--- src/design/harness_types_pkg.sv ---
// Bus-facing types for the harness; 32-bit word bus only, one region code per request
`default_nettype none

package harness_types_pkg;

  // Byte address as seen on the tile data port
  typedef logic [31:0] addr_t;

  // One bus word, no wider accesses
  typedef logic [31:0] data_t;

  // Byte enables, bit b covers data[8*b +: 8]
  typedef logic [3:0] strb_t;

  // Decoded target of a request
  typedef logic [1:0] region_t;

  localparam region_t REGION_NONE    = 2'd0; // Unmapped, or any request flagged as error
  localparam region_t REGION_L2      = 2'd1; // Word memory window
  localparam region_t REGION_EXIT    = 2'd2; // Exit code mailbox
  localparam region_t REGION_CONSOLE = 2'd3; // Character output

  // Console character, byte 0 of the write data
  typedef logic [7:0] char_t;

endpackage : harness_types_pkg

`default_nettype wire

--- src/design/mailbox_stage.sv ---
// Stage 2 mailbox; exit is one-shot, console needs byte 0 enabled, exit ignores byte enables
`timescale 1ns/1ps
`default_nettype none

module mailbox_stage
  import harness_types_pkg::*;
(
  input  wire          clk,
  input  wire          arst_n_i,
  input  wire          s1_valid_i,
  input  wire          s1_we_i,
  input  wire region_t s1_region_i,
  input  wire data_t   s1_wdata_i,
  input  wire strb_t   s1_be_i,
  output data_t        mbox_rdata_o,
  output logic         exit_pending_o,
  output logic         eoc_o,
  output data_t        exit_code_o,
  output logic         console_valid_o,
  output char_t        console_char_o
);

  typedef enum logic {
    MBOX_RUN,  // Program running
    MBOX_DONE  // Exit code written, sticky until reset
  } mbox_state_e;

  mbox_state_e state_q, state_d;
  logic        exit_wr;
  logic        console_wr;
  logic        mbox_hit;

  assign exit_wr    = s1_valid_i && s1_we_i && (s1_region_i == REGION_EXIT);
  // No character without byte 0
  assign console_wr = s1_valid_i && s1_we_i && (s1_region_i == REGION_CONSOLE) && s1_be_i[0];
  assign mbox_hit   = s1_valid_i && ((s1_region_i == REGION_EXIT) ||
                                     (s1_region_i == REGION_CONSOLE));

  always_comb begin
    state_d = state_q;
    case (state_q)
      MBOX_RUN:  if (exit_wr) state_d = MBOX_DONE;
      MBOX_DONE: state_d = MBOX_DONE; // Only reset leaves
      default:   state_d = MBOX_RUN;
    endcase
  end

  always_ff @(posedge clk or negedge arst_n_i) begin
    if (!arst_n_i) begin
      state_q         <= MBOX_RUN;
      exit_code_o     <= '0;
      console_valid_o <= 1'b0;
    end else begin
      state_q         <= state_d;
      console_valid_o <= console_wr; // One-cycle strobe
      if (exit_wr) begin
        exit_code_o <= s1_wdata_i; // Full word
      end
    end
  end

  // Character and read data are payload
  always_ff @(posedge clk) begin
    if (console_wr) begin
      console_char_o <= s1_wdata_i[7:0];
    end
    if (mbox_hit) begin
      // Exit read gives the code, console and writes give zero
      mbox_rdata_o <= (!s1_we_i && (s1_region_i == REGION_EXIT)) ? exit_code_o : '0;
    end
  end

  assign eoc_o          = (state_q == MBOX_DONE);
  // Decode sees the exit write already while it sits in s1
  assign exit_pending_o = eoc_o || exit_wr;

  // End of computation is sticky
  a_eoc_sticky : assert property (@(posedge clk) disable iff (!arst_n_i) eoc_o |=> eoc_o);

endmodule : mailbox_stage

`default_nettype wire

--- config.mk ---
export PLATFORM = sky130hd
export DESIGN_NAME = mailbox_stage
export DESIGN_NICKNAME = d
export VERILOG_FILES = /design/src/design/harness_types_pkg.sv /design/src/design/mailbox_stage.sv
export SDC_FILE = /design/constraint.sdc
export NUM_CORES = 1
export LEC_CHECK = 0
export ABC_AREA = 1
export BUFFER_PORTS_ARGS = -buffer_cell sky130_fd_sc_hd__buf_2
export CORE_ASPECT_RATIO = 1.25
export CORE_MARGIN = 2
export CORE_UTILIZATION = 45
export CTS_CLUSTER_DIAMETER = 80
export DETAILED_ROUTE_END_ITERATION = 10
export PLACE_DENSITY = 0.85
export SYNTH_ARGS = -nofsm -noshare
export SYNTH_HDL_FRONTEND = slang
export SYNTH_SLANG_ARGS = --single-unit
--- constraint.sdc ---
create_clock -name clk -period 1.4 [get_ports clk]
set_input_delay 0.07 -clock clk [delete_from_list [all_inputs] [get_ports clk]]
set_output_delay 0.07 -clock clk [all_outputs]
set_load 0.01 [all_outputs]
* Yosys cells after proc, flatten, opt, wreduce, memory -nomap -nowiden *
Index checks and enable logic that the tools add are counted.
Widths: inputs -> output; s select.

operators by class
  reductions and logical operators = 9
  bitwise logic cells = 1
  multiplexer cells = 2
  equality and inequality tests = 2

operators with widths
  kind                count
  $logic_and 1x1->1   6
  $eq 2x2->1 const B  2
  $logic_or 1x1->1    2
  $pmux 1 s2          1
  $logic_not 1->1     1
  $mux 1              1
  $not 1->1           1

storage, ports and cells
  flip-flop bits (word level) = 74
  word-level logic and storage cells = 19
  bits of input ports = 42
  output and inout port bits = 75

* Longest topological paths before layout *
Gate-level depths: netlist of run 1.

  word-level depth = 4
  depth in mapped cells = 6
  gate-level depth less buffers = 5

* Least setup slack after synthesis of run 1 *
No wires, ideal clock.

  path kind = input to register
  from = input s1_valid_i
  to = register mbox_rdata_o[0] (enable)
  stages = 2
  data required time = 1.013 ns
  slack = 0.272 ns
  arrival = 0.741 ns
  cells stage by stage = nand2_1 inv_1

on the way
  cells in the longest elaborated chain, start to end = 1

RTL lines
  element                 line                 source
  start: declaration      mailbox_stage.sv:10  input wire s1_valid_i,
  $logic_and 1x1->1       mailbox_stage.sv:36  assign mbox_hit = s1_valid_i && ((s1_region_i == REGION_EXIT) ||
  via mbox_hit            mailbox_stage.sv:31  logic mbox_hit;
  end signal: assignment  mailbox_stage.sv:69  mbox_rdata_o <= (!s1_we_i && (s1_region_i == REGION_EXIT)) ? exit_code_o : '0;
  end: declaration        mailbox_stage.sv:15  output data_t mbox_rdata_o,

The timed path passes the listed nets, and every way through them passes these cells.
A chain may end at the register's enable or synchronous reset.

* Final worst setup path of run 1 *
  from = input s1_we_i
  to = output exit_pending_o

on the way
  cells in the longest elaborated chain, start to end = 3

RTL lines
  element                         line                 source
  start: declaration              mailbox_stage.sv:11  input wire s1_we_i,
  $logic_and 1x1->1 (2 in a row)  mailbox_stage.sv:33  assign exit_wr = s1_valid_i && s1_we_i && (s1_region_i == REGION_EXIT);
  $logic_or 1x1->1                mailbox_stage.sv:75  assign exit_pending_o = eoc_o || exit_wr;
  end: declaration                mailbox_stage.sv:16  output logic exit_pending_o,

No other way between the ends.

==> results.txt, run 1 <==
----------------------------------------------------
[Outcome]
  Outcome ... finished clean

[Setup path]
  CP startpoint kind ... input port
  Chain of cells forming the critical path ... buf_2 > nand2_1 > inv_2 > nand2_4 > nand2_1 > buf_2
  Arrival time at the worst endpoint ... 1.12 ns
  Class of the most critical setup path ... input port to output port
  Largest fanout on the critical path ... 33
  CP max stage delay ... 0.27 ns
  Slowest cell on the critical path ... sky130_fd_sc_hd__inv_2
  Worst EP required ... 1.33 ns
  Critical Path End Type ... output port

[Logic synthesis]
  Sequential cell area fraction in the yosys report ... 70.66%
  Area share of the largest cell type after synthesis ... 41.36%
  Synthesized flop and latch total ... 74
  Syn Std Cell Area ... 0.002904 sq mm
  Cell type with the largest total area after synthesis ... sky130_fd_sc_hd__edfxtp_1
  Mean cell area of the mapped netlist ... 11.21 sq um
  Synth unique cells ... 13
  Largest cells by area after synthesis ... sky130_fd_sc_hd__edfxtp_1 41%, sky130_fd_sc_hd__dfrtp_1 29%, sky130_fd_sc_hd__nand2_1 8.7%
  Gate Count Post-Synth ... 259
  Synthesis Warnings ... 0
  Number of nets produced by synthesis ... 301

[Place]
  Pre-CTS setup slack ... 0.2350 ns
  Total half-perimeter wirelength after legalization and detailed placement ... 4472 um
  Placed Instance Area ... 0.003516 sq mm
  Port bufs ... 113
  Global placement routability congestion ... 0.8189

[Die]
  Number of placed I/O pins ... 117
  Area inside the core boundary ... 0.006206 sq mm
  Floorplan die height ... 93.82 um
  Starting utilization of the core area ... 46.79%
  Site row count ... 32
  Total die area ... 0.007116 sq mm
  Die X-Extent ... 75.85 um

[Power and ir drop]
  Maximum ir drop on the vdd rail ... 0.9358 mV
  Power per cell area ... 1233 mW/mm^2
  Leakage power ... 2.035 nW
  Switch share ... 27.26%
  Net switching power ... 0.001351 W
  Design internal power ... 0.003604 W
  Combinational cell fraction of total power ... 16.7%
  Sequential share of power ... 54.0%
  Clock power share ... 29.3%

[Timing]
  Highest achievable clock rate ... 841.6 MHz
  Worst setup skew after layout ... 0.008377 ns
  Count of pins over their slew limit ... 0
  Final worst-path setup slack ... 0.2118 ns
  Total negative setup slack ... 0 ns
  Total of endpoints with negative setup slack in the final report ... 0
  RSZ-0062 raised after global routing ... no
  Final hold violation count ... 0
  Post-route worst hold slack ... 0.1132 ns
  Slew headroom ... 64.51%
  Tightest Pin Transition ... 0.5324 ns
  Fraction of the cycle the final worst path needs ... 84.87%
  Fin crit period ... 1.188 ns

[CTS]
  CTS H-tree lvls ... 3
  Clock root cell ... sky130_fd_sc_hd__clkbuf_8
  Sinks on the clock net ... 74
  Number of buffers on the longest clock path ... 2
  Source-to-sink clock delay at the later pin of the worst-skew pair ... 0.34 ns
  Cts bufs inserted ... 9
  CTS tree ... built
  Number of gates given a new drive strength after cts ... 0
  CTS clock-pin slew for the worst setup and hold paths ... 0.07 ns

[Hold path]
  Path type of the worst min-delay path ... input port to register

[Final layout]
  Final cell area excluding filler cells ... 0.004019 sq mm
  Fillcell total ... 495
  Area growth from synthesis to final layout ... 38.39%
  End-of-flow core utilization ... 64.76%
  Ant diodes ... 0
  Nets ... 452
  Layout cell share with drive strength beyond 1 ... 35.42%

[Global routing]
  Global-route total usage across every layer ... 20.80%
  Antenna violations before repair ... 0
  Overall overflow remaining after global route ... 0
  First-pass GRT wire length ... 10670 um
  Maximum number of pins on one net before global-route repair ... 34
  Number of global-route vias before repair ... 2217

[Drt]
  Count of nets left with antenna violations after detail routing ... 0
  Post-detailed-route DRC marker count ... 0
  Iteration count of the initial detailed-routing pass ... 5
  Vias per Instance ... 4.562
  Overall via count from detail_route ... 2281
  Starting DRC count in detailed routing ... 118
  Post-Route WL ... 6834 um
  Average wire per standard cell ... 13.67 um

[Flow run]
  Max_cap viols ... 0

----------------------------------------------------
-- cells by family after synthesis --
logic type | Yosys count | synth area share, %
buffers and inverters | 49 | 8.401
flip-flops | 74 | 70.66
AND/OR/NAND/NOR | 136 | 20.94
-- registers in the layout, indices dropped and copies added, names as in the netlist --
| name | count |
|---|---|
| eoc_o | 1 |
| console_valid_o | 1 |
| exit_code_o | 32 |
| console_char_o | 8 |
| mbox_rdata_o | 32 |
-- power by group through the flow --
stage,clock (W),sequential (W),combinational (W)
floorplan,0,0.00280,0.000292
global placement,0,0.00270,0.000730
detailed placement,0,0.00271,0.000755
CTS,0.00147,0.00267,0.000831
global route,0.00158,0.00270,0.000925
finish,0.00145,0.00268,0.000828
-- Yosys cell counts --
cell	count
sky130_fd_sc_hd__nand2_4	2
sky130_fd_sc_hd__inv_1	35
sky130_fd_sc_hd__edfxtp_1	40
sky130_fd_sc_hd__buf_2	3
sky130_fd_sc_hd__nor2_8	1
sky130_fd_sc_hd__nor2_1	23
sky130_fd_sc_hd__nand3_1	33
sky130_fd_sc_hd__nand2_1	67
sky130_fd_sc_hd__buf_6	6
sky130_fd_sc_hd__nor2_2	10
sky130_fd_sc_hd__inv_2	2
sky130_fd_sc_hd__buf_4	3
sky130_fd_sc_hd__dfrtp_1	34
-- layout make-up --
| class | instances | area (sq um) | area share, % |
|---|---|---|---|
| sequential | 74 | 2052 | 51.06 |
| timing repair buffer | 152 | 940.9 | 23.41 |
| multi-input combinational | 136 | 608.1 | 15.13 |
| clock buffer | 13 | 158.9 | 3.954 |
| inverter | 37 | 138.9 | 3.456 |
| tap | 85 | 106.4 | 2.646 |
| clock inverter | 3 | 13.76 | 0.3425 |
-- critical path, delay by kind of cell --
family / cells / cell delay [ns]
buf+inv: 3 / 0.50
simple gates: 3 / 0.53
-- layout by cell type (no fill, tap or decap) --
cell and n:
sky130_fd_sc_hd__buf_2 113, sky130_fd_sc_hd__buf_4 6, sky130_fd_sc_hd__clkbuf_1 2, sky130_fd_sc_hd__clkbuf_8 11, sky130_fd_sc_hd__clkinv_1 1, sky130_fd_sc_hd__clkinv_2 2
sky130_fd_sc_hd__dfrtp_1 34, sky130_fd_sc_hd__dlygate4sd3_1 33, sky130_fd_sc_hd__edfxtp_1 40, sky130_fd_sc_hd__inv_1 35, sky130_fd_sc_hd__inv_2 2, sky130_fd_sc_hd__nand2_1 67
sky130_fd_sc_hd__nand2_4 2, sky130_fd_sc_hd__nand3_1 33, sky130_fd_sc_hd__nor2_1 23, sky130_fd_sc_hd__nor2_2 10, sky130_fd_sc_hd__nor2_8 1
-- final timing paths --
| path | from | endpoint | slack [ns] | cells past startpoint |
|---|---|---|---|---|
| max | s1_we_i | exit_pending_o | 0.21 | 6 |
| min | s1_region_i[0] | exit_code_o[0]$_DFFE_PN0P_ | 0.11 | 4 |
| max reg2reg | exit_code_o[27]$_DFFE_PN0P_ | mbox_rdata_o[27]$_SDFFCE_PN0P_ | 0.61 | 2 |
| min reg2reg | exit_code_o[30]$_DFFE_PN0P_ | exit_code_o[30]$_DFFE_PN0P_ | 0.50 | 2 |
| max in group asynchronous | arst_n_i | console_valid_o$_DFF_PN0_ | 0.57 | 3 |
| min in group asynchronous | arst_n_i | exit_code_o[1]$_DFFE_PN0P_ | 0.26 | 2 |
-- per-stage QoR --
step / cells / total power [W]
global route: 500 / 0.005205
CTS: 500 / 0.004978
finish: 500 / 0.004955
floorplan: 259 / 0.003095
detailed placement: 451 / 0.003469
global placement: 451 / 0.003432
-- routing by layer --
| metal | GRT usage, % | share of wire, % | vias to the layer above |
|---|---|---|---|
| met1 | 24.00 | 38 | 1061 |
| met5 | 0 | 0 | - |
| met2 | 34.84 | 53 | 89 |
| li1 | - | - | 1111 |
| met4 | 9.357 | 3.2 | 0 |
| met3 | 6.116 | 5.6 | 20 |
-- repair_timing --
action	4_1_cts	5_1_grt
hold buffers	33	0
setup endpoints to repair	0	0
setup buffers	0	0
hold endpoints to repair	60	0
Power figures use the tool's default switching activity.
==> inputs of run 2 (changes only) <==
==> constraint.sdc (replaced) <==
create_clock -name clk -period 1.2 [get_ports clk]
set_input_delay 0.06 -clock clk [delete_from_list [all_inputs] [get_ports clk]]
set_output_delay 0.06 -clock clk [all_outputs]
set_load 0.01 [all_outputs]
==> run 2 against run 1 <==
- routed wire length increased by 1.1%
- utilization up 2.1 points
- register-to-register slack got worse by 0.22 ns
- final cell count increased by 0.60%
- cell area rose by 3.3%
- non-clock buffer count is 2 higher
- power increased by 35%
- count of clock-buffer cells in the layout decreased by 2
==> results.txt, run 2 (synthesized netlist as in run 1, its figures left out) <==
----------------------------------------------------
[Power and ir drop]
  Power per cell area ... 1613 mW/mm^2 (+31%)
  Maximum ir drop on the vdd rail ... 0.9309 mV (-0.53%)
  Leakage power ... 2.096 nW (+3.0%)

[Setup path]
  R2R depth ... 2 (unchanged)
  Class of the most critical setup path ... register to output port
  Crit path max-delay family ... flip-flops
  Chain of cells forming the critical path ... inv_1 > nand2_1 > buf_2
  CP max stage delay ... 0.40 ns (+0.13 ns)
  CP bufs+invs ... 2 (-1)
  Largest fanout on the critical path ... 2 (-94%)
  Worst EP required ... 1.14 ns (-0.19 ns)
  Critical Path End Type ... output port
  Slowest cell on the critical path ... sky130_fd_sc_hd__dfrtp_1
  Critical path depth in cells ... 3 (-3)
  CP startpoint kind ... register
  Arrival time at the worst endpoint ... 1.03 ns (-0.09 ns)

[Timing]
  Worst setup skew after layout ... 0.01202 ns (+0.003639 ns)
  Fin crit period ... 1.086 ns
  Slew headroom ... 72.62% (+8.1 points)
  Final worst-path setup slack ... 0.1144 ns (-0.09739 ns)
  RSZ-0062 raised after global routing ... no
  Tightest Pin Transition ... 0.4103 ns (-0.1221 ns)
  Final hold violation count ... 0 (unchanged)
  Total negative setup slack ... 0 ns (unchanged)
  Highest achievable clock rate ... 921.2 MHz
  Count of pins over their slew limit ... 0 (unchanged)
  Fraction of the cycle the final worst path needs ... 90.46%
  Total of endpoints with negative setup slack in the final report ... 0 (unchanged)

[Final layout]
  Fillcell total ... 463 (-6.5%)
  Registers with the most flip-flops ... exit_code_o x32, mbox_rdata_o x32, console_char_o x8
  Final instance count without filler cells ... 503 (+0.60%)
  Layout cell share with drive strength beyond 1 ... 36.21% (+0.79 points)
  Leading cell type in the layout, fill and taps excluded ... sky130_fd_sc_hd__buf_2
  End-of-flow core utilization ... 66.90% (+2.1 points)
  Area growth from synthesis to final layout ... 42.96%
  Nets ... 454 (+0.44%)
  Commonest non-fill, non-tap cells in the layout ... 113 x sky130_fd_sc_hd__buf_2, 67 x sky130_fd_sc_hd__nand2_1, 40 x sky130_fd_sc_hd__edfxtp_1

[Die]
  Floorplan die height ... 93.82 um (unchanged)
  Site row count ... 32 (unchanged)
  Number of placed I/O pins ... 117 (unchanged)
  Total die area ... 0.007116 sq mm (unchanged)
  Die X-Extent ... 75.85 um (unchanged)
  Area inside the core boundary ... 0.006206 sq mm (unchanged)
  Starting utilization of the core area ... 46.79% (unchanged)

[Place]
  Cell count after placement ... 453 (+0.44%)
  Port bufs ... 113 (unchanged)
  Total half-perimeter wirelength after legalization and detailed placement ... 4513 um (+0.91%)
  Global placement routability congestion ... 0.8278 (+1.1%)
  Pre-CTS setup slack ... 0.1753 ns (-0.05970 ns)

[Global routing]
  M2 GR Usage ... 33.48% (-1.4 points)
  Maximum number of pins on one net before global-route repair ... 34 (unchanged)
  Met3 usage ... 5.901% (-0.21 points)
  GR Util met1 ... 25.27% (+1.3 points)
  First-pass GRT wire length ... 10830 um (+1.5%)
  Overall overflow remaining after global route ... 0 (unchanged)
  Antenna violations before repair ... 0 (unchanged)
  Global-route total usage across every layer ... 20.94% (+0.15 points)
  Most crowded layer after global routing ... met2
  Number of global-route vias before repair ... 2201 (-0.72%)

[CTS]
  CTS H-tree lvls ... 3 (unchanged)
  CTS tree ... built
  Sinks on the clock net ... 74 (unchanged)
  Number of buffers on the longest clock path ... 2 (unchanged)
  Post-CTS setup-driven buffer insertion count ... 0 (unchanged)
  Cts bufs inserted ... 9 (unchanged)
  Clock root cell ... sky130_fd_sc_hd__clkbuf_8
  Number of gates given a new drive strength after cts ... 0 (unchanged)
  Source-to-sink clock delay at the later pin of the worst-skew pair ... 0.35 ns (about the same)
  CTS clock-pin slew for the worst setup and hold paths ... 0.08 ns (about the same)
  Number of buffers inserted for hold repair after clock tree synthesis ... 33 (unchanged)

[Drt]
  Overall via count from detail_route ... 2290 (+0.39%)
  Post-Route WL ... 6907 um (+1.1%)
  Average wire per standard cell ... 13.73 um (+0.47%)
  Iteration count of the initial detailed-routing pass ... 4 (-1)
  Vias per Instance ... 4.553 (-0.20%)
  Count of nets left with antenna violations after detail routing ... 0 (unchanged)
  Starting DRC count in detailed routing ... 131 (+11%)
  Post-detailed-route DRC marker count ... 0 (unchanged)

[Outcome]
  Outcome ... finished clean

[Hold path]
  Hold-critical path depth ... 4 (unchanged)
  Path type of the worst min-delay path ... input port to register

[Flow run]
  Max_cap viols ... 0 (unchanged)

----------------------------------------------------
run 2: cell types whose count changed in the layout (fill, tap and decap cells not counted):
cell,previous run,this run
sky130_fd_sc_hd__clkinv_2,2,0
sky130_fd_sc_hd__bufinv_16,0,4
sky130_fd_sc_hd__buf_4,6,7
sky130_fd_sc_hd__clkbuf_1,2,0
sky130_fd_sc_hd__diode_2,0,1
sky130_fd_sc_hd__buf_12,0,1
run 2: cell type report:
class | count | area [sq um] | share of cell area (%)
clock inverter | 5 | 123.9 | 2.984
sequential | 74 | 2052 | 49.43
tap | 85 | 106.4 | 2.562
clock buffer | 11 | 151.4 | 3.647
inverter | 37 | 138.9 | 3.345
multi-input combinational | 136 | 608.1 | 14.65
timing repair buffer | 154 | 968.4 | 23.33
antenna | 1 | 2.502 | 0.06028
run 2: layer usage:
| metal | up-vias | wire length (um) | part of all wire (%) |
|---|---|---|---|
| li1 | 1118 | - | - |
| met4 | 0 | 284 | 4.1 |
| met3 | 27 | 402 | 5.8 |
| met5 | - | 0 | 0 |
| met1 | 1052 | 2637 | 38 |
| met2 | 93 | 3583 | 52 |
run 2: metrics by stage:
| step | hold WS [ns] | total power [W] | instance area (sq um) |
|---|---|---|---|
| 2_1_floorplan | -0.2356 | 0.003611 | 2904 |
| 3_3_place_gp | -0.02575 | 0.004015 | 3543 |
| 3_5_place_dp | -0.02441 | 0.004055 | 3543 |
| 4_1_cts | 0.1173 | 0.006697 | 4149 |
| 5_1_grt | 0.1455 | 0.006988 | 4149 |
| 6_report | 0.1236 | 0.006695 | 4151 |
run 2: final timing paths:
path / startpoint / endpoint / slack (ns)
max: eoc_o$_DFF_PN0_ / exit_pending_o / 0.11
min: s1_be_i[0] / console_valid_o$_DFF_PN0_ / 0.12
max reg2reg: exit_code_o[15]$_DFFE_PN0P_ / mbox_rdata_o[15]$_SDFFCE_PN0P_ / 0.39
min reg2reg: exit_code_o[18]$_DFFE_PN0P_ / exit_code_o[18]$_DFFE_PN0P_ / 0.50
max in group asynchronous: arst_n_i / exit_code_o[16]$_DFFE_PN0P_ / 0.62
min in group asynchronous: arst_n_i / console_valid_o$_DFF_PN0_ / 0.15
run 2: worst reg2reg max path, cell delays in order, from the launching register on:
cell and delay (ns):
sky130_fd_sc_hd__dfrtp_1 0.42, sky130_fd_sc_hd__inv_1 0.09, sky130_fd_sc_hd__nor2_1 0.06
run 2: power breakdown:
part	internal (W)	switching [W]	leakage [nW]	total (W)
logic	0.000421	0.000555	1.15	0.000976
clock network	0.00170	0.000898	0.137	0.00260
registers	0.00294	0.000182	0.808	0.00312
total	0.00506	0.00163	2.10	0.00669
==> inputs of run 3 (changes only) <==
--- a/config.mk
+++ b/config.mk
@@ -9,10 +9,11 @@
 export BUFFER_PORTS_ARGS = -buffer_cell sky130_fd_sc_hd__buf_2
 export CORE_ASPECT_RATIO = 1.25
 export CORE_MARGIN = 2
-export CORE_UTILIZATION = 45
+export CORE_UTILIZATION = 48
 export CTS_CLUSTER_DIAMETER = 80
+export CTS_CLUSTER_SIZE = 10
 export DETAILED_ROUTE_END_ITERATION = 10
-export PLACE_DENSITY = 0.85
+export PLACE_DENSITY = 0.89
 export SYNTH_ARGS = -nofsm -noshare
 export SYNTH_HDL_FRONTEND = slang
 export SYNTH_SLANG_ARGS = --single-unit
==> run 3 against run 2 <==
- routed wire length rose by 1.4%
- final cell count fell by 4.0%
- worst hold slack improved by 0.0028 ns
- utilization rose by 3.6 points
- sequential power barely moved
- via count rose by 1.8%
- global-route usage rose by 1.7 points
- worst setup slack improved by 0.0098 ns
- critical path type unchanged
- critical endpoint unchanged
==> results.txt, run 3 (synthesized netlist as in run 1, its figures left out) <==
----------------------------------------------------
[Timing]
  Fraction of the cycle the final worst path needs ... 89.65% (-0.82 points)
  Highest achievable clock rate ... 929.6 MHz (+0.91%)
  RSZ-0062 raised after global routing ... no
  Total of endpoints with negative setup slack in the final report ... 0 (unchanged)
  Fin crit period ... 1.076 ns (-0.009804 ns)
  Post-route worst hold slack ... 0.1265 ns (+0.002827 ns)
  Count of pins over their slew limit ... 0 (unchanged)
  Slew headroom ... 70.66% (-2.0 points)
  Final hold violation count ... 0 (unchanged)
  Tightest Pin Transition ... 0.4400 ns (+0.02976 ns)
  Total negative setup slack ... 0 ns (unchanged)
  Worst setup skew after layout ... 0.005690 ns (-0.006326 ns)

[Setup path]
  Class of the most critical setup path ... register to output port
  Critical R2R Launch ... exit_code_o[31]$_DFFE_PN0P_
  Crit path max-delay family ... flip-flops
  Arrival time at the worst endpoint ... 1.02 ns (about the same)
  Critical path launch point ... eoc_o$_DFF_PN0_
  Chain of cells forming the critical path ... inv_1 > nand2_1 > buf_2
  Slowest cell on the critical path ... sky130_fd_sc_hd__dfrtp_1
  CP bufs+invs ... 2 (unchanged)
  R2R depth ... 2 (unchanged)
  Largest fanout on the critical path ... 2 (unchanged)
  Critical Path End Type ... output port
  FF-to-FF setup slack ... 0.41 ns (+0.02 ns)
  CP max stage delay ... 0.39 ns (about the same)
  Worst EP required ... 1.14 ns (about the same)
  CP startpoint kind ... register
  Capturing point of the worst reg2reg path ... mbox_rdata_o[31]$_SDFFCE_PN0P_

[CTS]
  Sinks on the clock net ... 74 (unchanged)
  CTS H-tree lvls ... 3 (unchanged)
  CTS clock-pin slew for the worst setup and hold paths ... 0.08 ns (about the same)
  Cts bufs inserted ... 9 (unchanged)
  Clock root cell ... sky130_fd_sc_hd__clkbuf_8
  Number of buffers on the longest clock path ... 2 (unchanged)
  Source-to-sink clock delay at the later pin of the worst-skew pair ... 0.34 ns (about the same)
  CTS tree ... built

[Drt]
  Count of nets left with antenna violations after detail routing ... 0 (unchanged)
  Average wire per standard cell ... 14.51 um (+5.6%)
  Post-Route WL ... 7006 um (+1.4%)
  Post-detailed-route DRC marker count ... 0 (unchanged)
  Iteration count of the initial detailed-routing pass ... 4 (unchanged)
  Overall via count from detail_route ... 2332 (+1.8%)
  Starting DRC count in detailed routing ... 142 (+8.4%)
  Vias per Instance ... 4.828 (+6.1%)

[Final layout]
  Area taken by flip-flops and latches ... 0.002052 sq mm (unchanged)
  Fillcell total ... 415 (-10%)
  Nets ... 454 (unchanged)
  Ant diodes ... 0 (-1)
  Commonest non-fill, non-tap cells in the layout ... 113 x sky130_fd_sc_hd__buf_2, 67 x sky130_fd_sc_hd__nand2_1, 40 x sky130_fd_sc_hd__edfxtp_1
  Area occupied by multi-input gates ... 608.1 sq um (unchanged)
  Registers with the most flip-flops ... exit_code_o x32, mbox_rdata_o x32, console_char_o x8
  Layout cell share with drive strength beyond 1 ... 36.21% (unchanged)
  Area growth from synthesis to final layout ... 41.28%
  End-of-flow core utilization ... 70.52% (+3.6 points)
  Final cell area excluding filler cells ... 0.004103 sq mm (-1.2%)
  Leading cell type in the layout, fill and taps excluded ... sky130_fd_sc_hd__buf_2

[Global routing]
  Overall overflow remaining after global route ... 0 (unchanged)
  First-pass GRT wire length ... 11360 um (+4.9%)
  Number of global-route vias before repair ... 2388 (+8.5%)
  Global-route total usage across every layer ... 22.61% (+1.7 points)
  Antenna violations before repair ... 0 (unchanged)
  Maximum number of pins on one net before global-route repair ... 34 (unchanged)

[Power and ir drop]
  Power per cell area ... 1580 mW/mm^2 (-2.0%)
  Leakage power ... 2.081 nW (-0.69%)
  Maximum ir drop on the vdd rail ... 0.9578 mV (+2.9%)

[Outcome]
  Outcome ... finished clean

[Place]
  Placed Instance Area ... 0.003520 sq mm (-0.67%)
  Global placement routability congestion ... 0.8152 (-1.5%)
  Port bufs ... 113 (unchanged)
  Total half-perimeter wirelength after legalization and detailed placement ... 4461 um (-1.2%)

[Die]
  Area inside the core boundary ... 0.005818 sq mm (-6.2%)
  Site row count ... 31 (-3.1%)
  Floorplan die height ... 90.97 um (-3.0%)
  Die X-Extent ... 73.57 um (-3.0%)
  Starting utilization of the core area ... 49.91% (+3.1 points)
  Total die area ... 0.006692 sq mm (-6.0%)
  Number of placed I/O pins ... 117 (unchanged)

[Hold path]
  Hold-critical path depth ... 4 (unchanged)
  Start point of the worst min-delay path ... s1_be_i[0]
  Endpoint with the worst hold slack ... console_valid_o$_DFF_PN0_
  Path type of the worst min-delay path ... input port to register

[Flow run]
  Max_cap viols ... 0 (unchanged)

----------------------------------------------------
run 3: final cells by class:
cell class / instances / area share [%]
Sequential cell: 74 / 50.02
Timing Repair Buffer: 154 / 23.60
Multi-Input combinational cell: 136 / 14.82
Clock buffer: 12 / 3.782
Inverter: 37 / 3.385
Clock inverter: 4 / 2.379
Tap cell: 66 / 2.013
run 3: how the worst max path moves through the flow:
stage                                           to  slack, ns  depth (start not counted)
floorplan            mbox_rdata_o[0]$_SDFFCE_PN0P_       0.08                          2
global placement    mbox_rdata_o[27]$_SDFFCE_PN0P_       0.22                          5
detailed placement  mbox_rdata_o[27]$_SDFFCE_PN0P_       0.18                          5
CTS                                 exit_pending_o       0.12                          3
global route                        exit_pending_o       0.06                          3
finish                              exit_pending_o       0.12                          3
run 3: layer usage:
layer / share of wire [%] / GRT usage, % / vias up / wire (um)
met5: 0 / 0 / - / 0
met1: 38 / 25.49 / 1120 / 2666
li1: - / - / 1115 / -
met2: 54 / 38.69 / 81 / 3797
met4: 2.9 / 11.36 / 0 / 201
met3: 4.9 / 5.549 / 16 / 340
run 3: what timing repair did:
item                      in CTS  in global routing
resized for setup              0                  0
hold buffers                  33                  0
hold endpoints to repair      74                  0
buffers inserted               0                  0
run 3: report_power, final:
group,leakage (nW),total [W],switching (W),internal (W)
registers,0.808,0.00311,0.000173,0.00294
logic,1.15,0.000981,0.000559,0.000421
clock network,0.123,0.00239,0.000891,0.00150
run 3: worst reg2reg max path, cell delays in order (launching register included):
cell and delay, ns:
sky130_fd_sc_hd__dfrtp_1 0.42, sky130_fd_sc_hd__inv_1 0.08, sky130_fd_sc_hd__nor2_1 0.04
run 3: through the flow:
step                      setup WS (ns)  cells  power [W]
final                            0.1242    483   0.006481
after global routing            0.05749    483   0.006775
after CTS                        0.1208    483   0.006510
after detailed placement         0.1767    434   0.004059
after global placement           0.2188    434   0.004011
after floorplan                 0.08192    259   0.003611
